**config.mk**
```make
export PLATFORM = sky130hd
export DESIGN_NAME = calc_top
export DESIGN_NICKNAME = d
export VERILOG_FILES = /design/src/design/calc_isa_pkg.sv /design/src/design/calc_cfg_pkg.sv /design/src/design/sync_fifo.sv /design/src/design/cmd_decode.sv /design/src/design/alu_execute.sv /design/src/design/result_pack.sv /design/src/design/calc_top.sv
export SDC_FILE = /design/constraint.sdc
export NUM_CORES = 1
export LEC_CHECK = 0
export ABC_AREA = 0
export BUFFER_PORTS_ARGS = -buffer_cell sky130_fd_sc_hd__buf_2
export CORE_ASPECT_RATIO = 0.8
export CORE_MARGIN = 2
export CORE_UTILIZATION = 50
export DETAILED_ROUTE_END_ITERATION = 8
export PLACE_DENSITY = 0.69
export REMOVE_ABC_BUFFERS = 1
export SLEW_MARGIN = 5
export SYNTH_ARGS = -nofsm -noshare
export SYNTH_HDL_FRONTEND = slang
export SYNTH_SLANG_ARGS = --single-unit
```
**constraint.sdc**
```tcl
create_clock -name clk -period 7.99 [get_ports clk]
set_input_delay 0.799 -clock clk [delete_from_list [all_inputs] [get_ports clk]]
set_output_delay 0.799 -clock clk [all_outputs]
set_load 0.01 [all_outputs]
```
**src/design/calc_isa_pkg.sv**
```systemverilog
`default_nettype none

package calc_isa_pkg;

  // Datapath widths
  localparam int OPND_W = 16;
  localparam int SEQ_W  = 8;

  typedef enum logic [2:0] {
    OP_ADD = 3'd0,
    OP_SUB = 3'd1,
    OP_AND = 3'd2,
    OP_OR  = 3'd3,
    OP_XOR = 3'd4,
    OP_SHL = 3'd5,
    OP_SHR = 3'd6,
    OP_MUL = 3'd7
  } opcode_t;

  // Host command word, 35 bits
  typedef struct packed {
    opcode_t             opcode;
    logic [OPND_W-1:0]   a;
    logic [OPND_W-1:0]   b;
  } cmd_t;

  // Result word returned to the host, 26 bits
  typedef struct packed {
    logic [SEQ_W-1:0]    seq;
    logic [OPND_W-1:0]   value;
    logic                carry;
    logic                zero;
  } result_t;

endpackage

`default_nettype wire

```
**src/design/calc_cfg_pkg.sv**
```systemverilog
`default_nettype none

package calc_cfg_pkg;

  // Default queue depths
  localparam int CMD_DEPTH_DEF = 8;
  localparam int RES_DEPTH_DEF = 8;

  // Registers between command pop and result push
  // (decode, execute, pack)
  localparam int PIPE_INFLIGHT = 3;

endpackage

`default_nettype wire

```
**src/design/sync_fifo.sv**
```systemverilog
`timescale 1ns/1ps
`default_nettype none

module sync_fifo #(
  parameter type payload_t        = logic [31:0],
  parameter int  DEPTH            = 8,
  parameter bit  FWFT_MODE        = 1'b0,
  parameter int  ALMOST_FULL_THRESH  = DEPTH - 1,
  parameter int  ALMOST_EMPTY_THRESH = 1
) (
  input  logic                   clk,
  input  logic                   rst_n,
  input  logic                   flush,
  input  logic                   push,
  input  payload_t               data_in,
  output logic                   full,
  output logic                   almost_full,
  output logic                   overflow,
  input  logic                   pop,
  output payload_t               data_out,
  output logic                   empty,
  output logic                   almost_empty,
  output logic                   underflow,
  output logic [$clog2(DEPTH):0] level,
  output logic [$clog2(DEPTH):0] max_level
);

  localparam int AW = $clog2(DEPTH);
  localparam int LW = AW + 1;
  localparam logic [AW-1:0] PTR_MAX = AW'(DEPTH - 1);

  payload_t        mem [DEPTH];
  logic [AW-1:0]   wr_ptr;
  logic [AW-1:0]   rd_ptr;
  logic [LW-1:0]   count;
  logic [LW-1:0]   next_count;
  logic            push_ok;
  logic            pop_ok;

  // Accepted transfers only
  assign push_ok = push && !full;
  assign pop_ok  = pop && !empty;

  assign full         = (count == LW'(DEPTH));
  assign empty        = (count == '0);
  assign almost_full  = (count >= LW'(ALMOST_FULL_THRESH));
  assign almost_empty = (count <= LW'(ALMOST_EMPTY_THRESH));
  assign level        = count;

  always_comb begin
    case ({push_ok, pop_ok})
      2'b10:   next_count = count + 1'b1;
      2'b01:   next_count = count - 1'b1;
      default: next_count = count;
    endcase
  end

  // Storage
  always_ff @(posedge clk) begin
    if (push_ok) begin
      mem[wr_ptr] <= data_in;
    end
  end

  // Pointers, occupancy and sticky error flags
  always_ff @(posedge clk or negedge rst_n) begin
    if (!rst_n) begin
      wr_ptr    <= '0;
      rd_ptr    <= '0;
      count     <= '0;
      max_level <= '0;
      overflow  <= 1'b0;
      underflow <= 1'b0;
    end else if (flush) begin
      wr_ptr    <= '0;
      rd_ptr    <= '0;
      count     <= '0;
      max_level <= '0;
      overflow  <= 1'b0;
      underflow <= 1'b0;
    end else begin
      if (push_ok) begin
        wr_ptr <= (wr_ptr == PTR_MAX) ? '0 : wr_ptr + 1'b1;
      end
      if (pop_ok) begin
        rd_ptr <= (rd_ptr == PTR_MAX) ? '0 : rd_ptr + 1'b1;
      end
      if (push && full) begin
        overflow <= 1'b1;
      end
      if (pop && empty) begin
        underflow <= 1'b1;
      end
      count <= next_count;
      // High-water mark
      if (next_count > max_level) begin
        max_level <= next_count;
      end
    end
  end

  generate
    if (FWFT_MODE) begin : gen_fwft
      // Head word visible before the pop
      assign data_out = mem[rd_ptr];
    end else begin : gen_registered
      always_ff @(posedge clk) begin
        if (pop_ok) begin
          data_out <= mem[rd_ptr];
        end
      end
    end
  endgenerate

endmodule

`default_nettype wire

```
**src/design/cmd_decode.sv**
```systemverilog
`timescale 1ns/1ps
`default_nettype none

module cmd_decode import calc_isa_pkg::*; (
  input  logic              clk,
  input  logic              rst_n,
  input  logic              flush,
  input  cmd_t              cmd,
  input  logic              cmd_empty,
  input  logic              res_almost_full,
  output logic              cmd_pop,
  output logic              dec_valid,
  output logic              op_arith,
  output logic              op_logic,
  output logic              op_shift,
  output logic              op_mul,
  output logic              sub_sel,
  output logic [1:0]        logic_sel,
  output logic              shift_left,
  output logic [3:0]        shamt,
  output logic [OPND_W-1:0] opnd_a,
  output logic [OPND_W-1:0] opnd_b
);

  logic       nxt_arith;
  logic       nxt_logic;
  logic       nxt_shift;
  logic       nxt_mul;
  logic       nxt_sub;
  logic [1:0] nxt_logic_sel;
  logic       nxt_left;

  // Stall while the result queue cannot absorb what is in flight
  assign cmd_pop = !cmd_empty && !res_almost_full && !flush;

  always_comb begin
    nxt_arith     = 1'b0;
    nxt_logic     = 1'b0;
    nxt_shift     = 1'b0;
    nxt_mul       = 1'b0;
    nxt_sub       = 1'b0;
    nxt_logic_sel = 2'b00;
    nxt_left      = 1'b0;
    case (cmd.opcode)
      OP_ADD: nxt_arith = 1'b1;
      OP_SUB: begin
        nxt_arith = 1'b1;
        nxt_sub   = 1'b1;
      end
      OP_AND: nxt_logic = 1'b1;
      OP_OR: begin
        nxt_logic     = 1'b1;
        nxt_logic_sel = 2'b01;
      end
      OP_XOR: begin
        nxt_logic     = 1'b1;
        nxt_logic_sel = 2'b10;
      end
      OP_SHL: begin
        nxt_shift = 1'b1;
        nxt_left  = 1'b1;
      end
      OP_SHR:  nxt_shift = 1'b1;
      default: nxt_mul   = 1'b1;
    endcase
  end

  always_ff @(posedge clk or negedge rst_n) begin
    if (!rst_n) begin
      dec_valid <= 1'b0;
    end else if (flush) begin
      dec_valid <= 1'b0;
    end else begin
      dec_valid <= cmd_pop;
    end
  end

  // Decoded fields, qualified by dec_valid downstream
  always_ff @(posedge clk) begin
    if (cmd_pop) begin
      op_arith   <= nxt_arith;
      op_logic   <= nxt_logic;
      op_shift   <= nxt_shift;
      op_mul     <= nxt_mul;
      sub_sel    <= nxt_sub;
      logic_sel  <= nxt_logic_sel;
      shift_left <= nxt_left;
      shamt      <= cmd.b[3:0];
      opnd_a     <= cmd.a;
      opnd_b     <= cmd.b;
    end
  end

endmodule

`default_nettype wire

```
**src/design/alu_execute.sv**
```systemverilog
`timescale 1ns/1ps
`default_nettype none

module alu_execute import calc_isa_pkg::*; (
  input  logic              clk,
  input  logic              rst_n,
  input  logic              flush,
  input  logic              dec_valid,
  input  logic              op_arith,
  input  logic              op_logic,
  input  logic              op_shift,
  input  logic              op_mul,
  input  logic              sub_sel,
  input  logic [1:0]        logic_sel,
  input  logic              shift_left,
  input  logic [3:0]        shamt,
  input  logic [OPND_W-1:0] opnd_a,
  input  logic [OPND_W-1:0] opnd_b,
  output logic              ex_valid,
  output logic [OPND_W-1:0] ex_value,
  output logic              ex_carry
);

  logic [OPND_W:0]     arith_res;
  logic [OPND_W:0]     shl_res;
  logic [OPND_W:0]     shr_res;
  logic [2*OPND_W-1:0] product;
  logic [OPND_W-1:0]   logic_res;
  logic [OPND_W-1:0]   nxt_value;
  logic                nxt_carry;

  // Bit 16 is carry on add and borrow on subtract
  assign arith_res = sub_sel ? ({1'b0, opnd_a} - {1'b0, opnd_b})
                             : ({1'b0, opnd_a} + {1'b0, opnd_b});

  // Extra bit catches the last bit shifted out, zero for shamt 0
  assign shl_res = {1'b0, opnd_a} << shamt;
  assign shr_res = {opnd_a, 1'b0} >> shamt;

  assign product = opnd_a * opnd_b;

  always_comb begin
    case (logic_sel)
      2'b00:   logic_res = opnd_a & opnd_b;
      2'b01:   logic_res = opnd_a | opnd_b;
      default: logic_res = opnd_a ^ opnd_b;
    endcase
  end

  always_comb begin
    nxt_value = logic_res;
    nxt_carry = 1'b0;
    if (op_arith) begin
      nxt_value = arith_res[OPND_W-1:0];
      nxt_carry = arith_res[OPND_W];
    end else if (op_shift && shift_left) begin
      nxt_value = shl_res[OPND_W-1:0];
      nxt_carry = shl_res[OPND_W];
    end else if (op_shift) begin
      nxt_value = shr_res[OPND_W:1];
      nxt_carry = shr_res[0];
    end else if (op_mul) begin
      nxt_value = product[OPND_W-1:0];
      nxt_carry = |product[2*OPND_W-1:OPND_W];
    end else if (!op_logic) begin
      nxt_value = '0;
    end
  end

  always_ff @(posedge clk or negedge rst_n) begin
    if (!rst_n) begin
      ex_valid <= 1'b0;
    end else if (flush) begin
      ex_valid <= 1'b0;
    end else begin
      ex_valid <= dec_valid;
    end
  end

  always_ff @(posedge clk) begin
    if (dec_valid) begin
      ex_value <= nxt_value;
      ex_carry <= nxt_carry;
    end
  end

endmodule

`default_nettype wire

```
**src/design/result_pack.sv**
```systemverilog
`timescale 1ns/1ps
`default_nettype none

module result_pack import calc_isa_pkg::*; (
  input  logic              clk,
  input  logic              rst_n,
  input  logic              flush,
  input  logic              ex_valid,
  input  logic [OPND_W-1:0] ex_value,
  input  logic              ex_carry,
  output logic              res_push,
  output result_t           res_word
);

  logic [SEQ_W-1:0] seq_cnt;

  // Sequence counter wraps naturally at 8 bits
  always_ff @(posedge clk or negedge rst_n) begin
    if (!rst_n) begin
      seq_cnt  <= '0;
      res_push <= 1'b0;
    end else if (flush) begin
      seq_cnt  <= '0;
      res_push <= 1'b0;
    end else begin
      res_push <= ex_valid;
      if (ex_valid) begin
        seq_cnt <= seq_cnt + 1'b1;
      end
    end
  end

  always_ff @(posedge clk) begin
    if (ex_valid) begin
      res_word.seq   <= seq_cnt;
      res_word.value <= ex_value;
      res_word.carry <= ex_carry;
      res_word.zero  <= (ex_value == '0);
    end
  end

endmodule

`default_nettype wire

```
**src/design/calc_top.sv**
```systemverilog
`timescale 1ns/1ps
`default_nettype none

module calc_top import calc_isa_pkg::*, calc_cfg_pkg::*; #(
  parameter int CMD_DEPTH = CMD_DEPTH_DEF,
  parameter int RES_DEPTH = RES_DEPTH_DEF
) (
  input  logic                       clk,
  input  logic                       rst_n,
  input  logic                       flush,
  input  logic                       cmd_push,
  input  cmd_t                       cmd_data,
  output logic                       cmd_full,
  output logic                       cmd_overflow,
  input  logic                       res_pop,
  output result_t                    res_data,
  output logic                       res_empty,
  output logic                       res_underflow,
  output logic [$clog2(RES_DEPTH):0] res_level,
  output logic [$clog2(RES_DEPTH):0] res_max_level
);

  cmd_t              cmd_head;
  logic              cmd_empty;
  logic              cmd_pop;
  logic              res_almost_full;
  logic              dec_valid;
  logic              op_arith;
  logic              op_logic;
  logic              op_shift;
  logic              op_mul;
  logic              sub_sel;
  logic [1:0]        logic_sel;
  logic              shift_left;
  logic [3:0]        shamt;
  logic [OPND_W-1:0] opnd_a;
  logic [OPND_W-1:0] opnd_b;
  logic              ex_valid;
  logic [OPND_W-1:0] ex_value;
  logic              ex_carry;
  logic              res_push;
  result_t           res_word;

  // Command queue, head visible to decode
  sync_fifo #(
    .payload_t          (cmd_t),
    .DEPTH              (CMD_DEPTH),
    .FWFT_MODE          (1'b1),
    .ALMOST_FULL_THRESH (CMD_DEPTH - 1),
    .ALMOST_EMPTY_THRESH(1)
  ) u_cmd_fifo (
    .clk         (clk),
    .rst_n       (rst_n),
    .flush       (flush),
    .push        (cmd_push),
    .data_in     (cmd_data),
    .full        (cmd_full),
    .almost_full (),
    .overflow    (cmd_overflow),
    .pop         (cmd_pop),
    .data_out    (cmd_head),
    .empty       (cmd_empty),
    .almost_empty(),
    .underflow   (),
    .level       (),
    .max_level   ()
  );

  cmd_decode u_decode (
    .clk            (clk),
    .rst_n          (rst_n),
    .flush          (flush),
    .cmd            (cmd_head),
    .cmd_empty      (cmd_empty),
    .res_almost_full(res_almost_full),
    .cmd_pop        (cmd_pop),
    .dec_valid      (dec_valid),
    .op_arith       (op_arith),
    .op_logic       (op_logic),
    .op_shift       (op_shift),
    .op_mul         (op_mul),
    .sub_sel        (sub_sel),
    .logic_sel      (logic_sel),
    .shift_left     (shift_left),
    .shamt          (shamt),
    .opnd_a         (opnd_a),
    .opnd_b         (opnd_b)
  );

  alu_execute u_execute (
    .clk       (clk),
    .rst_n     (rst_n),
    .flush     (flush),
    .dec_valid (dec_valid),
    .op_arith  (op_arith),
    .op_logic  (op_logic),
    .op_shift  (op_shift),
    .op_mul    (op_mul),
    .sub_sel   (sub_sel),
    .logic_sel (logic_sel),
    .shift_left(shift_left),
    .shamt     (shamt),
    .opnd_a    (opnd_a),
    .opnd_b    (opnd_b),
    .ex_valid  (ex_valid),
    .ex_value  (ex_value),
    .ex_carry  (ex_carry)
  );

  result_pack u_pack (
    .clk     (clk),
    .rst_n   (rst_n),
    .flush   (flush),
    .ex_valid(ex_valid),
    .ex_value(ex_value),
    .ex_carry(ex_carry),
    .res_push(res_push),
    .res_word(res_word)
  );

  // Early almost_full leaves room for every word still in the pipeline
  sync_fifo #(
    .payload_t          (result_t),
    .DEPTH              (RES_DEPTH),
    .FWFT_MODE          (1'b0),
    .ALMOST_FULL_THRESH (RES_DEPTH - PIPE_INFLIGHT),
    .ALMOST_EMPTY_THRESH(1)
  ) u_res_fifo (
    .clk         (clk),
    .rst_n       (rst_n),
    .flush       (flush),
    .push        (res_push),
    .data_in     (res_word),
    .full        (),
    .almost_full (res_almost_full),
    .overflow    (),
    .pop         (res_pop),
    .data_out    (res_data),
    .empty       (res_empty),
    .almost_empty(),
    .underflow   (res_underflow),
    .level       (res_level),
    .max_level   (res_max_level)
  );

endmodule

`default_nettype wire

```
==> flow_summary_export.csv <==
group,metric,value,unit
status,outcome,"complete, no violations",
floorplan,core_area,70400,sq um
sta,fmax,133,MHz
sta,whs,0.279,ns
global_routing,via_count_of_the_first_global_routing_pass,22000,
logic_synthesis,synth_area,35600,sq um
setup_path,r2r_setup_slack,0.47,ns
clock_tree,cts_num_sinks,634,
sta,setup_violations,0,
global_routing,globalRouteOverflowTotal,0,
sta,report.final.hold_viol_count,0,
worst_hold_path,timing.hold.worst.class,"input port to asynchronous set/reset pin",
detailed_routing,wire_per_inst,23.3,microns
logic_synthesis,syn_inst,2582,
floorplan,die-width,302,microns
clock_tree,cts_tree,"done",
setup_path,ff2ff_path_depth,23,
logic_synthesis,ys.warnings.count,0,
floorplan,fp.dieArea,73300,sq um
flow_run,max-cap-violations,0,
global_routing,grt_pass1_wl,131000,microns
logic_synthesis,postSynthRegisterBits,634,
setup_path,setup.worst_path.end_class,"flop",
global_routing,grt-busiest-layer,"met2",
clock_tree,cts_post_setup_buffers_inserted,0,
global_routing,global_route.usage.met2,36.7,%
logic_synthesis,synth.lib_cells_used.distinct,77,
global_routing,grt_antenna_before_repair,3,
logic_synthesis,synth_top_cells_by_count,"597 x sky130_fd_sc_hd__edfxtp_1, 259 x sky130_fd_sc_hd__inv_1, 227 x sky130_fd_sc_hd__nand2_1",
clock_tree,worstSkewPairLatency,0.63,ns
clock_tree,clock_buffer_depth,3,
logic_synthesis,synth.yosys.seq_area_share,53.0,%
floorplan,ios,78,
placement,place_hpwl,57200,microns
detailed_routing,route.detailed.drc,0,
detailed_routing,detail_route.wirelength,84600,microns
sta,fin_worst_skew,0.0192,ns
detailed_routing,via_count,21300,
clock_tree,cts.root.buffer_cell,"sky130_fd_sc_hd__clkbuf_16",
finish,insertedDiodeCount,0,
finish,finalInstanceArea,39200,sq um
placement,detailed_place.area,37200,sq um
logic_synthesis,synth_top_area_cell,"sky130_fd_sc_hd__edfxtp_1",
sta,timing_max_transition_violations_final,0,
sta,rsz0062_at_grt,"false",
logic_synthesis,number_of_flops_mapped_to_enable_cells_by_yosys,597,
placement,buffer_ports.inserted,77,
clock_tree,post_cts_hold_buffer_count,0,
detailed_routing,via_per_inst,5.87,
setup_path,regToRegStartpoint,"u_decode.opnd_b[4]",
logic_synthesis,ys_top_cells_by_area,"sky130_fd_sc_hd__edfxtp_1 50%, sky130_fd_sc_hd__fa_1 11%, sky130_fd_sc_hd__mux4_2 8.5%",
clock_tree,cts-buffers-inserted,58,
placement,gp_congestion,0.937,
floorplan,fp.dieH,243,microns
setup_path,critical_setup_path_kind,"flop to flop",
sta,worst-slew-pin-transition,1.25,ns
floorplan,core.rowCount,87,
logic_synthesis,yosysTopAreaCellShare,50.4,%
global_routing,grt_start_max_net_pins,69,
clock_tree,cts_htree_levels,2,
finish,area_delta_synth_final,10.2,%
finish,final_cells,3633,
finish,num-nets-final,3062,
logic_synthesis,synthesis.area_per_instance,13.8,sq um
detailed_routing,drt_first_iter_violations,2275,
setup_path,cp_data_arrival_time,7.90,ns
sta,crit_share_post_route,94.1,%
setup_path,crit_required,8.37,ns
setup_path,critical_path.startpoint_type,"flop",
global_routing,grt_util_met1,33.2,%
logic_synthesis,most_instantiated_library_cell_after_synthesis,"sky130_fd_sc_hd__edfxtp_1",
finish,final_layout_size_suffix_gt1_share,18.1,%
detailed_routing,count_of_antenna_violating_nets_left_after_detailed_routing,0,
detailed_routing,drt_first_pass_iters,6,
global_routing,groute.layer.met3.usage,4.82,%
sta,totalNegativeSetupSlack,0,ns
clock_tree,post_cts_resize_count,0,
global_routing,groute.usage.overall,23.5,%
sta,relSlewSlack,16.9,%
setup_path,crit-reg2reg-capture,"u_execute.ex_carry",
setup_path,path_max_fanout,12,
placement,dpl.cell_count,3527,
sta,fin_crit,7.52,ns
logic_synthesis,yosys_most_used_dff,"sky130_fd_sc_hd__edfxtp_1",
floorplan,floorplan.initialDensity,50.5,%
logic_synthesis,async_flop_share,5.84,%
clock_tree,cts.reportedPaths.clkPinSlew,0.07,ns
[how the worst max path moves through the flow]
stage / startpoint / to / slack, ns / cells after the start
after floorplan: u_decode.opnd_b[1] / u_execute.ex_carry / 0.65 / 21
after global placement: u_decode.opnd_a[7] / u_execute.ex_carry / 0.61 / 23
after detailed placement: u_decode.opnd_b[4] / u_execute.ex_carry / 0.51 / 23
after CTS: u_decode.opnd_b[4] / u_execute.ex_carry / 0.50 / 23
after global routing: u_decode.opnd_b[4] / u_execute.ex_carry / 0.05 / 21
final: u_decode.opnd_b[4] / u_execute.ex_carry / 0.47 / 23
[through the flow]
step | setup WS [ns] | utilization (%)
final | 0.468 | 55.7
after global routing | 0.0525 | 55.7
after CTS | 0.502 | 55.7
after detailed placement | 0.511 | 52.8
after global placement | 0.608 | 52.8
after floorplan | 0.649 | -
[sequential cells by signal, summed over array words and instances, names as in the netlist, 2 cells and up]
name	flops
u_cmd_fifo.mem	280
u_res_fifo.mem	208
u_pack.res_word	26
u_res_fifo.data_out	26
u_decode.opnd_a	16
u_decode.opnd_b	16
u_execute.ex_value	16
u_pack.seq_cnt	8
u_cmd_fifo.level	4
u_res_fifo.level	4
u_res_fifo.max_level	4
u_cmd_fifo.rd_ptr	3
u_cmd_fifo.wr_ptr	3
u_res_fifo.rd_ptr	3
u_res_fifo.wr_ptr	3
u_decode.logic_sel	2
[cells in the final DEF, fill, tap and decap left out, drive strengths merged, types with 27 or more instances in the layout]
cell type,count
edfxtp,597
inv,268
nand2,227
nor2,209
fa,197
ha,172
buf,144
mux4,134
a21oi,86
o21ai,84
clkbuf,68
mux2,66
xnor2,38
dfrtp,37
mux2i,31
nor3,27
[worst max-delay path: stages (launching register included)]
cell                        delay (ns)
sky130_fd_sc_hd__edfxtp_1         0.57
sky130_fd_sc_hd__inv_1            0.44
sky130_fd_sc_hd__nor2_1           0.14
sky130_fd_sc_hd__fa_1             0.54
sky130_fd_sc_hd__inv_1            0.05
sky130_fd_sc_hd__fa_1             0.48
sky130_fd_sc_hd__inv_1            0.06
sky130_fd_sc_hd__fa_1             0.48
sky130_fd_sc_hd__fa_1             0.50
sky130_fd_sc_hd__fa_1             0.51
sky130_fd_sc_hd__inv_1            0.05
sky130_fd_sc_hd__fa_1             0.47
sky130_fd_sc_hd__inv_1            0.04
sky130_fd_sc_hd__ha_1             0.38
sky130_fd_sc_hd__a21oi_4          0.24
sky130_fd_sc_hd__o21ai_2          0.10
sky130_fd_sc_hd__a2111oi_4        0.31
sky130_fd_sc_hd__o21ai_2          0.18
sky130_fd_sc_hd__a41oi_2          0.27
sky130_fd_sc_hd__o21ai_1          0.11
sky130_fd_sc_hd__xor2_1           0.15
sky130_fd_sc_hd__or4_1            0.52
sky130_fd_sc_hd__or4_1            0.53
sky130_fd_sc_hd__o21a_1           0.19
[final cells by class]
type                            instances  area, sq um
Tap cell                              934         1170
Fill cell                            5548        31200
Inverter                              273         1020
Clock inverter                         38          524
Multi-Input combinational cell       1542        15300
Timing Repair Buffer                  144          888
Clock buffer                           68         1490
Sequential cell                       634        18900
[layer usage]
layer	share of wire, %	vias up	routed length, microns
met1	42	10800	35800
met4	3.5	6	2930
li1	-	9403	-
met3	7.9	198	6700
met5	0.044	-	37
met2	46	904	39100
[cell families (layout without fill, tap and decap cells)]
| logic type | count (synthesis) | after routing | share of synthesized area (%) |
|---|---|---|---|
| flops | 634 | 634 | 53.0 |
| simple gates | 576 | 576 | 7.04 |
| buf+inv | 406 | 523 | 4.36 |
| fa+ha+maj | 369 | 369 | 17.1 |
| compound gates | 303 | 303 | 5.50 |
| mux | 231 | 231 | 11.4 |
| xor+xnor | 63 | 63 | 1.55 |
Power is left out: the tool's default activity adds up to more than one toggle a clock period on the data nets, which glitch-free logic cannot reach.
